File: src/common/csr_pkg.sv
package csr_pkg;

    typedef logic [31:0] word_t;
    typedef logic [13:0] csr_addr_t;

    // implemented csr numbers
    localparam csr_addr_t CSR_CRMD   = 14'h000;
    localparam csr_addr_t CSR_PRMD   = 14'h001;
    localparam csr_addr_t CSR_ECFG   = 14'h004;
    localparam csr_addr_t CSR_ESTAT  = 14'h005;
    localparam csr_addr_t CSR_ERA    = 14'h006;
    localparam csr_addr_t CSR_BADV   = 14'h007;
    localparam csr_addr_t CSR_EENTRY = 14'h00c;
    localparam csr_addr_t CSR_SAVE0  = 14'h030;
    localparam csr_addr_t CSR_SAVE1  = 14'h031;
    localparam csr_addr_t CSR_SAVE2  = 14'h032;
    localparam csr_addr_t CSR_SAVE3  = 14'h033;
    localparam csr_addr_t CSR_TID    = 14'h040;
    localparam csr_addr_t CSR_TCFG   = 14'h041;
    localparam csr_addr_t CSR_TVAL   = 14'h042;
    localparam csr_addr_t CSR_TICLR  = 14'h044;

    localparam logic [5:0] ECODE_INT = 6'h00;
    localparam logic [5:0] ECODE_ADE = 6'h08;
    localparam logic [5:0] ECODE_ALE = 6'h09;

    localparam int TI_BIT = 11;  // timer line in estat/ecfg

    typedef enum logic [2:0] {OP_NONE, OP_CSRRD, OP_CSRWR, OP_CSRXCHG, OP_ERTN} csr_op_e;

    typedef enum logic [1:0] {CMT_NONE, CMT_WRITE, CMT_TRAP, CMT_ERTN} cmt_kind_e;

    typedef struct packed {
        csr_op_e   op;
        csr_addr_t csr_num;
        word_t     wdata;
        word_t     wmask;
        word_t     pc;
    } csr_req_t;

    typedef struct packed {
        logic       valid;
        logic [5:0] ecode;
        logic [8:0] esubcode;
        word_t      pc;
        word_t      badv;
    } excp_t;

    // field order matches the crmd bit layout
    typedef struct packed {
        logic       pg;
        logic       da;
        logic       ie;
        logic [1:0] plv;
    } crmd_t;

    typedef struct packed {
        crmd_t       crmd;
        logic [1:0]  prmd_plv;
        logic        prmd_ie;
        logic [12:0] lie;
        logic [1:0]  sw_is;
        logic [5:0]  ecode;
        logic [8:0]  esubcode;
        word_t       era;
        word_t       badv;
        logic [25:0] eentry;  // bits 31:6
        word_t [3:0] save;
        word_t       tid;
    } csr_state_t;

    typedef struct packed {
        cmt_kind_e  kind;
        csr_addr_t  csr_num;
        word_t      wdata;  // already merged under mask
        logic [5:0] ecode;
        logic [8:0] esubcode;
        word_t      pc;
        word_t      badv;
    } commit_t;

endpackage

File: src/hdl/csr_issue.sv
`timescale 1ns/1ns

module csr_issue
    import csr_pkg::*;
(
    input  logic       clk,
    input  logic       rstn,
    input  logic       stall,
    input  logic       kill,
    input  csr_req_t   req,
    input  excp_t      excp,
    input  logic [7:0] hw_int,
    input  csr_state_t state,
    input  logic       ti,
    input  word_t      cur_value,
    input  word_t      merged,
    output commit_t    commit,
    output logic       redirect,
    output word_t      redirect_pc,
    output word_t      rdata
);
    logic [12:0] pending;
    logic        active;
    logic        int_take;
    commit_t     commit_d;
    logic        redirect_d;
    word_t       redirect_pc_d;

    always_comb
    begin
        pending = '0;
        pending[1:0] = state.sw_is;
        pending[9:2] = hw_int;
        pending[TI_BIT] = ti;
    end

    assign active = (req.op != OP_NONE) || excp.valid;
    assign int_take = (|(pending & state.lie)) && state.crmd.ie;

    always_comb
    begin
        commit_d = '0;
        commit_d.csr_num = req.csr_num;
        commit_d.wdata = merged;
        commit_d.pc = req.pc;
        commit_d.badv = req.pc;
        redirect_d = 1'b0;
        redirect_pc_d = req.pc + 32'd4;
        if (active)
        begin
            if (int_take)
            begin
                commit_d.kind = CMT_TRAP;
                commit_d.ecode = ECODE_INT;  // esubcode stays 0
                redirect_d = 1'b1;
                redirect_pc_d = {state.eentry, 6'b0};
            end
            else if (excp.valid)
            begin
                commit_d.kind = CMT_TRAP;
                commit_d.ecode = excp.ecode;
                commit_d.esubcode = excp.esubcode;
                commit_d.pc = excp.pc;
                commit_d.badv = excp.badv;
                redirect_d = 1'b1;
                redirect_pc_d = {state.eentry, 6'b0};
            end
            else if (!kill)
            begin
                case (req.op)
                    OP_CSRWR, OP_CSRXCHG:
                    begin
                        commit_d.kind = CMT_WRITE;
                        redirect_d = 1'b1;
                    end
                    OP_ERTN:
                    begin
                        commit_d.kind = CMT_ERTN;
                        redirect_d = 1'b1;
                        redirect_pc_d = state.era;
                    end
                    default: ;  // csrrd only returns data
                endcase
            end
        end
    end

    always_ff @(posedge clk)
    begin
        if (!rstn)
        begin
            commit <= '0;
            redirect <= 1'b0;
        end
        else if (!stall)
        begin
            commit <= commit_d;
            redirect <= redirect_d;
        end
        else
            commit.kind <= CMT_NONE;  // a held record must not apply twice
    end

    always_ff @(posedge clk)
    begin
        if (!stall)
        begin
            redirect_pc <= redirect_pc_d;
            rdata <= cur_value;  // old value
        end
    end

endmodule

File: src/hdl/csr_read_mux.sv
`timescale 1ns/1ns

module csr_read_mux
    import csr_pkg::*;
#(
    parameter int TIMER_N = 32
)
(
    input  csr_addr_t          csr_num,
    input  word_t              wdata,
    input  word_t              wmask,
    input  csr_op_e            op,
    input  csr_state_t         state,
    input  logic [TIMER_N-1:0] tcfg,
    input  logic [TIMER_N-1:0] tval,
    input  logic               ti,
    input  logic [7:0]         hw_int,
    output word_t              cur_value,
    output word_t              merged
);
    word_t estat;

    always_comb
    begin
        estat = '0;
        estat[1:0] = state.sw_is;
        estat[9:2] = hw_int;
        estat[TI_BIT] = ti;
        estat[21:16] = state.ecode;
        estat[30:22] = state.esubcode;
    end

    always_comb
    begin
        case (csr_num)
            CSR_CRMD:
                cur_value = {27'b0, state.crmd};
            CSR_PRMD:
                cur_value = {29'b0, state.prmd_ie, state.prmd_plv};
            CSR_ECFG:
                cur_value = {19'b0, state.lie[12:11], 1'b0, state.lie[9:0]};
            CSR_ESTAT:
                cur_value = estat;
            CSR_ERA:
                cur_value = state.era;
            CSR_BADV:
                cur_value = state.badv;
            CSR_EENTRY:
                cur_value = {state.eentry, 6'b0};
            CSR_SAVE0, CSR_SAVE1, CSR_SAVE2, CSR_SAVE3:
                cur_value = state.save[csr_num[1:0]];
            CSR_TID:
                cur_value = state.tid;
            CSR_TCFG:
                cur_value = 32'(tcfg);
            CSR_TVAL:
                cur_value = 32'(tval);
            default:
                cur_value = '0;  // ticlr and unknown numbers
        endcase
    end

    // xchg keeps unmasked bits, csrwr takes the full word
    assign merged = (op == OP_CSRXCHG) ? ((cur_value & ~wmask) | (wdata & wmask)) : wdata;

endmodule

File: src/hdl/csr_regfile.sv
`timescale 1ns/1ns

module csr_regfile
    import csr_pkg::*;
(
    input  logic       clk,
    input  logic       rstn,
    input  commit_t    commit,
    output csr_state_t state,
    output crmd_t      crmd,
    output logic       excp_flush,
    output logic       ertn_flush
);
    crmd_t       crmd_q;
    logic [1:0]  prmd_plv;
    logic        prmd_ie;
    logic [12:0] lie;
    logic [1:0]  sw_is;
    logic [5:0]  ecode;
    logic [8:0]  esubcode;
    word_t       era;
    word_t       badv;
    logic [25:0] eentry;
    word_t [3:0] save;
    word_t       tid;

    always_ff @(posedge clk)
    begin
        if (!rstn)
        begin
            crmd_q <= '{pg: 1'b0, da: 1'b1, ie: 1'b0, plv: 2'b00};
            prmd_plv <= '0;
            prmd_ie <= 1'b0;
            lie <= '0;
            sw_is <= '0;
            ecode <= '0;
            esubcode <= '0;
            era <= '0;
            badv <= '0;
            eentry <= '0;
            save <= '0;
            tid <= '0;
            excp_flush <= 1'b0;
            ertn_flush <= 1'b0;
        end
        else
        begin
            excp_flush <= (commit.kind == CMT_TRAP);
            ertn_flush <= (commit.kind == CMT_ERTN);
            case (commit.kind)
                CMT_TRAP:
                begin
                    prmd_plv <= crmd_q.plv;
                    prmd_ie <= crmd_q.ie;
                    crmd_q.plv <= 2'b00;
                    crmd_q.ie <= 1'b0;
                    era <= commit.pc;
                    ecode <= commit.ecode;
                    esubcode <= commit.esubcode;
                    if (commit.ecode == ECODE_ADE || commit.ecode == ECODE_ALE)
                        badv <= commit.badv;  // address faults only
                end
                CMT_ERTN:
                begin
                    crmd_q.plv <= prmd_plv;
                    crmd_q.ie <= prmd_ie;
                end
                CMT_WRITE:
                begin
                    case (commit.csr_num)
                        CSR_CRMD:
                        begin
                            crmd_q.plv <= commit.wdata[1:0];
                            crmd_q.ie <= commit.wdata[2];
                            if (commit.wdata[3] ^ commit.wdata[4])  // da/pg exclusive
                            begin
                                crmd_q.da <= commit.wdata[3];
                                crmd_q.pg <= commit.wdata[4];
                            end
                        end
                        CSR_PRMD:
                        begin
                            prmd_plv <= commit.wdata[1:0];
                            prmd_ie <= commit.wdata[2];
                        end
                        CSR_ECFG:
                            lie <= {commit.wdata[12:11], 1'b0, commit.wdata[9:0]};
                        CSR_ESTAT:
                            sw_is <= commit.wdata[1:0];  // only sw bits writable
                        CSR_ERA:
                            era <= commit.wdata;
                        CSR_BADV:
                            badv <= commit.wdata;
                        CSR_EENTRY:
                            eentry <= commit.wdata[31:6];
                        CSR_SAVE0, CSR_SAVE1, CSR_SAVE2, CSR_SAVE3:
                            save[commit.csr_num[1:0]] <= commit.wdata;
                        CSR_TID:
                            tid <= commit.wdata;
                        default: ;  // timer regs live in csr_timer
                    endcase
                end
                default: ;
            endcase
        end
    end

    always_comb
    begin
        state.crmd = crmd_q;
        state.prmd_plv = prmd_plv;
        state.prmd_ie = prmd_ie;
        state.lie = lie;
        state.sw_is = sw_is;
        state.ecode = ecode;
        state.esubcode = esubcode;
        state.era = era;
        state.badv = badv;
        state.eentry = eentry;
        state.save = save;
        state.tid = tid;
    end

    assign crmd = crmd_q;

endmodule

File: src/hdl/csr_timer.sv
`timescale 1ns/1ns

module csr_timer
    import csr_pkg::*;
#(
    parameter int TIMER_N = 32
)
(
    input  logic               clk,
    input  logic               rstn,
    input  commit_t            commit,
    output logic [TIMER_N-1:0] tcfg,
    output logic [TIMER_N-1:0] tval,
    output logic               ti
);
    logic tcfg_wr;
    logic ticlr_wr;
    logic expire;

    assign tcfg_wr = (commit.kind == CMT_WRITE) && (commit.csr_num == CSR_TCFG);
    assign ticlr_wr = (commit.kind == CMT_WRITE) && (commit.csr_num == CSR_TICLR)
                      && commit.wdata[0];
    assign expire = tcfg[0] && (tval == TIMER_N'(1));  // last decrement

    always_ff @(posedge clk)
    begin
        if (!rstn)
        begin
            tcfg <= '0;
            tval <= '0;
            ti <= 1'b0;
        end
        else
        begin
            if (tcfg_wr)
                tcfg <= commit.wdata[TIMER_N-1:0];

            if (tcfg_wr && commit.wdata[0])
                tval <= {commit.wdata[TIMER_N-1:2], 2'b00};
            else if (tcfg[0])
            begin
                if (tval != '0)
                    tval <= tval - 1'b1;
                else if (tcfg[1])
                    tval <= {tcfg[TIMER_N-1:2], 2'b00};  // periodic reload
            end

            ti <= (ti && !ticlr_wr) || expire;
        end
    end

endmodule

File: src/hdl/csr_unit.sv
`timescale 1ns/1ns

module csr_unit
    import csr_pkg::*;
#(
    parameter int TIMER_N = 32
)
(
    input  logic       clk,
    input  logic       rstn,
    input  csr_req_t   req,
    input  excp_t      excp,
    input  logic [7:0] hw_int,
    input  logic       stall,
    input  logic       kill,
    output word_t      rdata,
    output logic       redirect,
    output word_t      redirect_pc,
    output logic       excp_flush,
    output logic       ertn_flush,
    output crmd_t      crmd
);
    csr_state_t         state;
    commit_t            commit;
    word_t              cur_value;
    word_t              merged;
    logic [TIMER_N-1:0] tcfg;
    logic [TIMER_N-1:0] tval;
    logic               ti;

    csr_issue issue_i (
        .clk        (clk),
        .rstn       (rstn),
        .stall      (stall),
        .kill       (kill),
        .req        (req),
        .excp       (excp),
        .hw_int     (hw_int),
        .state      (state),
        .ti         (ti),
        .cur_value  (cur_value),
        .merged     (merged),
        .commit     (commit),
        .redirect   (redirect),
        .redirect_pc(redirect_pc),
        .rdata      (rdata)
    );

    csr_read_mux #(.TIMER_N(TIMER_N)) read_mux_i (
        .csr_num  (req.csr_num),
        .wdata    (req.wdata),
        .wmask    (req.wmask),
        .op       (req.op),
        .state    (state),
        .tcfg     (tcfg),
        .tval     (tval),
        .ti       (ti),
        .hw_int   (hw_int),
        .cur_value(cur_value),
        .merged   (merged)
    );

    csr_regfile regfile_i (
        .clk       (clk),
        .rstn      (rstn),
        .commit    (commit),
        .state     (state),
        .crmd      (crmd),
        .excp_flush(excp_flush),
        .ertn_flush(ertn_flush)
    );

    csr_timer #(.TIMER_N(TIMER_N)) timer_i (
        .clk   (clk),
        .rstn  (rstn),
        .commit(commit),
        .tcfg  (tcfg),
        .tval  (tval),
        .ti    (ti)
    );

endmodule

File: config.mk
export PLATFORM = sky130hd
export DESIGN_NAME = csr_unit
export DESIGN_NICKNAME = d
export VERILOG_FILES = /design/src/common/csr_pkg.sv /design/src/hdl/csr_issue.sv /design/src/hdl/csr_read_mux.sv /design/src/hdl/csr_regfile.sv /design/src/hdl/csr_timer.sv /design/src/hdl/csr_unit.sv
export SDC_FILE = /design/constraint.sdc
export NUM_CORES = 1
export LEC_CHECK = 0
export BUFFER_PORTS_ARGS = -buffer_cell sky130_fd_sc_hd__buf_4
export CAP_MARGIN = 20
export CELL_PAD_IN_SITES_DETAIL_PLACEMENT = 1
export CELL_PAD_IN_SITES_GLOBAL_PLACEMENT = 2
export CORE_MARGIN = 2
export CORE_UTILIZATION = 33
export CTS_CLUSTER_SIZE = 16
export DETAILED_ROUTE_END_ITERATION = 10
export HOLD_SLACK_MARGIN = 0.1
export PLACE_DENSITY = 0.82
export SLEW_MARGIN = 20
export SYNTH_ARGS = -nofsm -noshare
export SYNTH_HDL_FRONTEND = slang
export SYNTH_SLANG_ARGS = --single-unit
File: constraint.sdc
create_clock -name clk -period 4.15 [get_ports clk]
set_input_delay 0.83 -clock clk [delete_from_list [all_inputs] [get_ports clk]]
set_output_delay 0.83 -clock clk [all_outputs]
set_load 0.02 [all_outputs]
## Word-level counts from Yosys, hierarchy flattened

Cells that the tools add are included.

- $add $sub $neg: 2
- Magnitude comparators: 3
- Equality and inequality tests: 40
- Mux-type cells: 40
- Bitwise logic cells: 8
- Reduce and logical (&&, ||, !) cells: 41

Operators with widths:

| kind | number |
|---|---|
| $mux 32 | 15 |
| $pmux 32 s11 | 1 |
| $mux 79 | 2 |
| $bwmux 128 | 1 |
| $pmux 32 s2 | 2 |
| $eq 14x3->1 const B | 8 |
| $eq 14x6->1 const B | 8 |
| $eq 14x7->1 const B | 6 |
| $mux 73 | 1 |
| $and 32x32->32 | 2 |
| $bmux 32 s2 | 1 |
| $demux 32 s2 | 1 |
| $add 32x3->32 const B | 1 |
| $eq 32x1->1 const B | 1 |
| $not 32->32 | 1 |
| $or 32x32->32 | 1 |
| $reduce_bool 32->1 | 1 |
| $sub 32x1->32 const B | 1 |
| $eq 14x1->1 const B | 2 |
| $eq 14x4->1 const B | 2 |
| $logic_not 14->1 | 2 |
| $reduce_and 2->1 | 10 |
| $and 12x13->13 | 1 |
| $reduce_or 13->1 | 1 |
| other kinds (27) | 62 |

- Register bits: 546
- Input bits: 205
- Word-level logic and storage cells: 169

## Depth between registers and ports, before layout

Gate-level depths: netlist of the first run.

- Word-level depth: 7
- Gate-level depth with buffers: 11
- Mapped depth without buffers: 8

## Cells and area by module

A second synthesis of the first run with hierarchy kept.

- Cell total of the unflattened synthesis: 2,995
- Area, all modules: 27,057.2 µm²

Modules (own cells, without submodules):

| module | instances | cells an instance | area each (µm²) | sequential area each (µm²) |
|---|---|---|---|---|
| csr_regfile | 1 | 1,282 | 11,474.8 | 5,785.5 |
| csr_issue | 1 | 812 | 8,443.1 | 4,484.3 |
| csr_read_mux | 1 | 445 | 3,691.0 | 0.0 |
| csr_timer | 1 | 456 | 3,448.3 | 1,301.2 |

## Worst setup path before layout of the first run

OpenSTA, ideal clock, no wires.

- Path type: input -> register
- Start point: input stall
- End point: register, netlist name issue_i.commit[103]
- Setup time: 75 ps
- Data arrival time: 3,930 ps
- Data required time: 4,075 ps
- Path slack: 145 ps
- Stages: 6
- Path through: clkbuf_1 > inv_1 > clkbuf_1 > clkbuf_1 > o311ai_0 > a21oi_1

RTL lines:

| element | RTL line | text |
|---|---|---|
| from (decl) | csr_unit.sv:14 | `input logic stall,` |

## Final worst setup path of the first run

- Start point: register, netlist name issue_i.commit[126]
- End point: register regfile_i.save, in the netlist regfile_i.state[120]

- Longest elaborated chain between the ends: 2

RTL lines:

| element | RTL line | text |
|---|---|---|
| $eq 2x1->1 | csr_regfile.sv:50 | `case (commit.kind)` |
| $reduce_and 2->1 (no source line) | - |  |
| to (signal, indexed assignment) | csr_regfile.sv:97 | `save[commit.csr_num[1:0]] <= commit.wdata;` |
| to (decl) | csr_regfile.sv:24 | `word_t [3:0] save;` |

No other way between the ends.
A chain may end at the register's enable or synchronous reset.

==> flow_metrics.env, run 1 <==
export IMPL_synth_cell_type_count=90
export IMPL_p_seq_frac=0.454
export IMPL_syn_inst=2882
export IMPL_dpl_worst_slack_ns=0.593
export IMPL_rows=102
export IMPL_grt_pass1_vias=25391
export IMPL_clkPwrFrac=0.456
export IMPL_worstMarginPinSlew_ns=1.26
export IMPL_hold_viol_final=0
export IMPL_drtIter0Drc=2263
export IMPL_path_max_fanout=32
export IMPL_startpoint_type="register"
export IMPL_synth_fp_nets=3094
export IMPL_netlist_area_mm2=0.0259
export IMPL_ys_seq_area_frac=0.447
export IMPL_finalWirelength_mm=115
export IMPL_top_layer_used="met4"
export IMPL_die_w_um=284
export IMPL_wl_met3_mm=7.69
export IMPL_yosys_most_used_dff="dfxtp_1"
export IMPL_crit_family="simple AND/OR/NAND/NOR gates"
export IMPL_synth_edf_count=64
export IMPL_grtUsageTotal=0.278
export IMPL_criticalPathCategory="register to register"
export IMPL_clock_latency_ns=0.65
export IMPL_fin_ws_ns=0.900
export IMPL_drv_slew=0
export IMPL_htreeDepth=2
export IMPL_swShare=0.259
export IMPL_grt_max_degree=173
export IMPL_clk_pin_slew_ns=0.06
export IMPL_cp_slowest_cell="or4_1"
export IMPL_antenna_left=0
export IMPL_cts_tree="built"
export IMPL_finClkSkew_ns=0.0183
export IMPL_min_period_ns=3.25
export IMPL_cts_buffers=61
export IMPL_io_pins=277
export IMPL_die_h_um=284
export IMPL_synth_most_common_cell="dfxtp_1"
export IMPL_synth_common_cells="dfxtp_1 (482), nand2_1 (407), nor2_1 (270), a21oi_1 (231), clkbuf_1 (221)"
export IMPL_portBuffers=276
export IMPL_hpwl_mm=82.8
export IMPL_p_comb_frac=0.090
export IMPL_initial_utilization=0.334
export IMPL_min_path_type="input port to register"
export IMPL_crit_chain="inv_1 > ha_4 > or3b_1 > or4_1 > nor2_1 > nand2_2 > nand2_1 > a21oi_1"
export IMPL_grt_pass1_wl_mm=171
export IMPL_vias=24708
export IMPL_wl_met1_mm=49.6
export IMPL_maxSlewHeadroom=0.156
export IMPL_drive_above_1_share=0.203
export IMPL_die_area_mm2=0.0807
export IMPL_ys_warn_count=0
export IMPL_p_switching_uw=3270
export IMPL_first_pass_iters=5
export IMPL_cts_root_buf="clkbuf_16"
export IMPL_p_per_area_mw_per_mm2=405
export IMPL_fin_tns_setup_ns=0
export IMPL_synth_top_area_frac=0.373
export IMPL_synth_area_top_cells="dfxtp_1 (37%), mux2i_1 (7.9%), edfxtp_1 (7.4%), nand2_1 (5.9%), a21oi_1 (4.5%)"
export IMPL_cts_setup_buffers=0
export IMPL_peakVddDrop_uv=339
export IMPL_finalSetupViolCount=0
export IMPL_crit_buf_inv=1
export IMPL_fmax_mhz=308
export IMPL_internal_power_uw=9370
export IMPL_core_area_mm2=0.0776
export IMPL_grt_overflow=0
export IMPL_rsz0062_at_grt="false"
export IMPL_fin_util=0.403
export IMPL_outcome="finished, final reports clean"
export IMPL_clock_path_buffers=3
export IMPL_async_flop_share=0
export IMPL_post_synth_cell_area_avg_um2=8.98
export IMPL_wl_met2_mm=53.9
export IMPL_wl_per_cell_um=27.8
export IMPL_fin_crit_sh=0.783
export IMPL_area_growth_pct=20.8
export IMPL_ys_ff_latch=546
export IMPL_cp_data_required_time_ns=4.64
export IMPL_drc=0
export IMPL_ctsResizeCount=0
export IMPL_yosys_area_top_type="dfxtp_1"
export IMPL_viasPerCell=5.96
export IMPL_layout_nets=3269
export IMPL_power_leakage_uw=0.0115
export IMPL_clock_sinks=546
export IMPL_cp_arrival_ns=3.74
export IMPL_drv_cap=0
export IMPL_cts_hold_buffers=0
export IMPL_place_gp_congestion=0.950
export IMPL_antenna_found_initial=2
export IMPL_end_kind="register"
export IMPL_critical_path_max_stage_delay_ns=0.68
==> placed cells by master (no fill, tap or decap), drive strengths merged, types with 11 or more instances in the layout <==
cell type and n:
nor3 91, o21ai 131, or4 14, inv 26, edfxtp 64, xnor2 23
nand2b 13, a22o 15, nor4 28, a21oi 231, a211oi 92, o21a 33
o221a 68, or2 11, clkbuf 87, buf 372, nor2 270, and3 13
o311ai 14, mux2i 205, mux4 33, nand2 407, nor2b 12, clkinv 16
nand3 60, a22oi 46, o21bai 12, o211ai 13, xor2 24, nand4 19
dfxtp 482
==> tightest hold or removal path, stage by stage <==
cell and delay, ns:
buf_4 0.11, nand2_1 0.05, o21ai_0 0.06
==> sequential cells by signal, summed over array words and instances, names as in the netlist, 9 cells and up <==
signal / cells
issue_i.commit: 127
regfile_i.eentry: 26
issue_i.rdata: 32
timer_i.tval: 32
regfile_i.badv: 32
timer_i.tcfg: 32
regfile_i.tid: 32
regfile_i.lie: 12
regfile_i.esubcode: 9
issue_i.redirect_pc: 32
regfile_i.state: 128
regfile_i.era: 32
==> per-stage QoR <==
stage                     cells  total power (µW)  area (µm²)  hold slack (ns)
final                      4149             12600       31300            0.446
after floorplan            2882              6350       25900            0.429
after global placement     4034              6950       29200            0.434
after CTS                  4148             12700       31300            0.423
after global routing       4148             13000       31300            0.437
after detailed placement   4034              6980       29200            0.447
==> final cells by class <==
cell class | instances | area [µm²]
Clock inverter | 27 | 319
Clock buffer | 87 | 1780
Antenna cell | 1 | 2.50
Tap cell | 1040 | 1300
Inverter | 24 | 103
Fill cell | 8930 | 46300
Timing Repair Buffer | 372 | 2910
Multi-Input combinational cell | 2052 | 13300
Sequential cell | 546 | 11600
==> path summary, 6_finish.rpt <==
| check | from | end | slack (ns) | cells after the start |
|---|---|---|---|---|
| max | issue_i.commit[126] | regfile_i.state[120] | 0.90 | 8 |
| min | excp[64] | issue_i.commit[64] | 0.45 | 3 |
| max reg2reg | issue_i.commit[126] | regfile_i.state[120] | 0.90 | 8 |
| min reg2reg | regfile_i.state[111] | regfile_i.state[111] | 0.45 | 2 |
==> metal layers <==
metal | global-route usage | vias to the layer above
met5 | 0 | -
li1 | - | 10895
met2 | 0.457 | 997
met3 | 0.0412 | 207
met1 | 0.370 | 12609
met4 | 0.101 | 0
==> cells by family (layout without fill, tap and decap cells) <==
logic type,after synthesis,in the layout,synth area share
AO/OA/AOI/OAI,761,761,0.203
XOR/XNOR,47,47,0.0159
adder cells (fa/ha/maj),7,7,0.00338
buffers and inverters,284,510,0.0430
flip-flops,546,546,0.447
multiplexers,247,247,0.112
other,0,1,0
AND/OR/NAND/NOR,990,990,0.175
==> power groups by stage <==
stage	Sequential (µW)	Combinational, µW	Clock (µW)
2_1_floorplan	5740	611	0
3_3_place_gp	5850	1100	0
3_5_place_dp	5850	1130	0
4_1_cts	5740	1130	5830
5_1_grt	5750	1210	6040
6_report	5740	1140	5760
Note: power is estimated with default switching activity, not from simulation.
==> run 2: changes to the inputs <==
- ABC_AREA: not set -> 1
- PLACE_DENSITY: 0.82 -> 0.85
- clock period: 4.15 -> 3.2 ns (I/O delays scaled with it)
==> run 2 against run 1 <==
Total power grew 33%. Register-to-register slack lost 0.63 ns. Via count grew 16%. Clock power grew 38%. Design area grew 4.3%. Sequential power grew 29%. Sequential share of layout area shrank 1.5 points. Global-route usage grew 1.8 points. Cell count grew 27%. Sequential cell count is the same. Synthesized cell count grew 37%. Routed wire length grew 11%. Critical path type unchanged.
==> flow_metrics.env, run 2 <==
export IMPL_cp_data_required_time_ns=3.65
export IMPL_ys_warn_count=0
export IMPL_die_h_um=291
export IMPL_synth_cell_type_count=45
export IMPL_clk_pin_slew_ns=0.06
export IMPL_min_period_ns=2.93
export IMPL_wl_met3_mm=10.0
export IMPL_criticalPathCategory="register to register"
export IMPL_internal_power_uw=12400
export IMPL_vias=28672
export IMPL_yosys_most_used_dff="dfxtp_1"
export IMPL_grt_pass1_vias=28105
export IMPL_p_per_area_mw_per_mm2=517
export IMPL_die_area_mm2=0.0846
export IMPL_outcome="finished, final reports clean"
export IMPL_top_layer_used="met5"
export IMPL_syn_inst=3960
export IMPL_fin_util=0.399
export IMPL_hpwl_mm=93.8
export IMPL_fin_ws_ns=0.269
export IMPL_wl_met1_mm=56.6
export IMPL_fin_crit_sh=0.916
export IMPL_post_synth_cell_area_avg_um2=6.86
export IMPL_p_switching_uw=4490
export IMPL_cp_arrival_ns=3.38
export IMPL_clock_path_buffers=3
export IMPL_rows=105
export IMPL_startpoint_type="register"
export IMPL_htreeDepth=3
export IMPL_postPlaceCellArea_mm2=0.0304
export IMPL_reg2reg_depth=10
export IMPL_grtUsageTotal=0.296
export IMPL_cts_root_buf="clkbuf_16"
export IMPL_ys_seq_area_frac=0.426
export IMPL_startpoint="issue_i.commit[125]"
export IMPL_min_from="req[106]"
export IMPL_clock_latency_ns=0.62
export IMPL_min_path_type="input port to register"
export IMPL_die_w_um=291
export IMPL_ctsResizeCount=0
export IMPL_clock_sinks=546
export IMPL_ys_ff_latch=546
export IMPL_place_gp_congestion=0.963
export IMPL_path_max_fanout=19
export IMPL_portBuffers=276
export IMPL_power_leakage_uw=0.0140
export IMPL_reg2reg_from="issue_i.commit[125]"
export IMPL_fmax_mhz=341
export IMPL_cts_tree="built"
export IMPL_first_pass_iters=5
export IMPL_peakVddDrop_uv=303
export IMPL_nFillCells=10349
export IMPL_finClkSkew_ns=0.0262
export IMPL_synth_most_common_cell="nand2_1"
export IMPL_drv_cap=0
export IMPL_clkPwrFrac=0.471
export IMPL_worstMarginPinSlew_ns=1.10
export IMPL_drc=0
export IMPL_layout_common_cells="nand2_1 (812), nor2_1 (634), dfxtp_1 (482)"
export IMPL_area_growth_pct=20.1
export IMPL_r2r_slack_ns=0.27
export IMPL_p_comb_frac=0.088
export IMPL_cts_buffers=66
export IMPL_swShare=0.266
export IMPL_antenna_found_initial=4
export IMPL_min_path_cells=2
export IMPL_io_pins=277
export IMPL_async_flop_share=0
export IMPL_initial_utilization=0.332
export IMPL_dpl_worst_slack_ns=0.381
export IMPL_worstReg2RegEnd="timer_i.tval[27]"
export IMPL_wl_met2_mm=57.2
export IMPL_postLayoutCellArea_mm2=0.0326
export IMPL_grt_pass1_wl_mm=189
export IMPL_layout_commonest_cell="nand2_1"
export IMPL_end_kind="register"
export IMPL_worst_hold_path_endpoint="issue_i.commit[121]"
export IMPL_synth_edf_count=64
export IMPL_maxSlewHeadroom=0.266
export IMPL_hold_viol_final=0
export IMPL_drtIter0Drc=2450
export IMPL_netlist_area_mm2=0.0272
export IMPL_antenna_left=0
export IMPL_yosys_area_top_type="dfxtp_1"
export IMPL_synth_top_area_frac=0.355
export IMPL_drv_slew=0
export IMPL_synth_area_top_cells="dfxtp_1 (36%), nand2_1 (11%), nor2_1 (8.8%), nand3_1 (7.2%), edfxtp_1 (7.1%)"
export IMPL_wl_per_cell_um=24.4
export IMPL_core_area_mm2=0.0817
export IMPL_largest_reg_flops=128
export IMPL_rsz0062_at_grt="false"
export IMPL_finalWirelength_mm=128
export IMPL_drive_above_1_share=0.128
export IMPL_viasPerCell=5.46
export IMPL_layout_nets=4341
export IMPL_synth_fp_nets=4172
export IMPL_p_seq_frac=0.441
export IMPL_finalSetupViolCount=0
export IMPL_grt_max_degree=190
export IMPL_cts_hold_buffers=0
export IMPL_grt_overflow=0
export IMPL_synth_common_cells="nand2_1 (814), nor2_1 (638), dfxtp_1 (482), nand3_1 (393), inv_1 (348)"
export IMPL_cts_setup_buffers=0
export IMPL_fin_tns_setup_ns=0
-- run 2: worst max-delay path by stage --
stage                              end  slack (ns)  cells after the start
floorplan           issue_i.commit[63]        0.74                      5
global placement    issue_i.commit[91]        0.40                     13
detailed placement  issue_i.commit[91]        0.38                     13
CTS                   timer_i.tval[16]        0.37                     10
global route          timer_i.tval[16]        0.14                     10
finish                timer_i.tval[27]        0.27                     10
-- run 2: cells by family after synthesis --
group / share of synthesized area
AND/OR/NAND/NOR: 0.304
AO/OA/AOI/OAI: 0.164
buffers and inverters: 0.0916
flip-flops: 0.426
XOR/XNOR: 0.0106
adder cells (fa/ha/maj): 0.00323
-- run 2: routing by layer --
metal	track usage	vias up
met5	0	-
li1	-	13356
met3	0.0520	219
met2	0.465	1151
met4	0.0979	2
met1	0.410	13944
-- run 2: power groups by stage --
stage          sequential, µW  clock, µW  combinational (µW)
6_report                 7430       7930                1490
5_1_grt                  7440       8290                1620
4_1_cts                  7420       8030                1480
3_5_place_dp             7570          0                1470
3_3_place_gp             7570          0                1450
2_1_floorplan            7430          0                 742
-- run 2: cell type report --
cell class | count | area, µm² | share of cell area
inverters | 362 | 1370 | 0.0419
well taps | 1070 | 1340 | 0.0410
clock buffers | 99 | 1980 | 0.0606
clock inverters | 21 | 274 | 0.00840
diodes | 1 | 2.50 | 0.0000767
repair buffers | 366 | 2950 | 0.0905
flip-flops and latches | 546 | 11600 | 0.355
multi-input cells | 2787 | 13100 | 0.403
-- run 2: stage by stage --
step / cells / total power [µW] / hold slack, ns
3_5_place_dp: 5130 / 9040 / 0.442
4_1_cts: 5250 / 16900 / 0.214
2_1_floorplan: 3960 / 8170 / 0.425
3_3_place_gp: 5130 / 9020 / 0.439
6_report: 5252 / 16900 / 0.251
5_1_grt: 5251 / 17300 / 0.245
-- run 2: critical path: stages (launching register included) --
cell	delay, ns
dfxtp_1	0.48
ha_2	0.41
nand3_1	0.28
nor2_1	0.36
nand2_2	0.43
nand2_1	0.23
inv_2	0.20
nand3_1	0.17
nor2_1	0.06
nor2_1	0.09
nor2_1	0.05
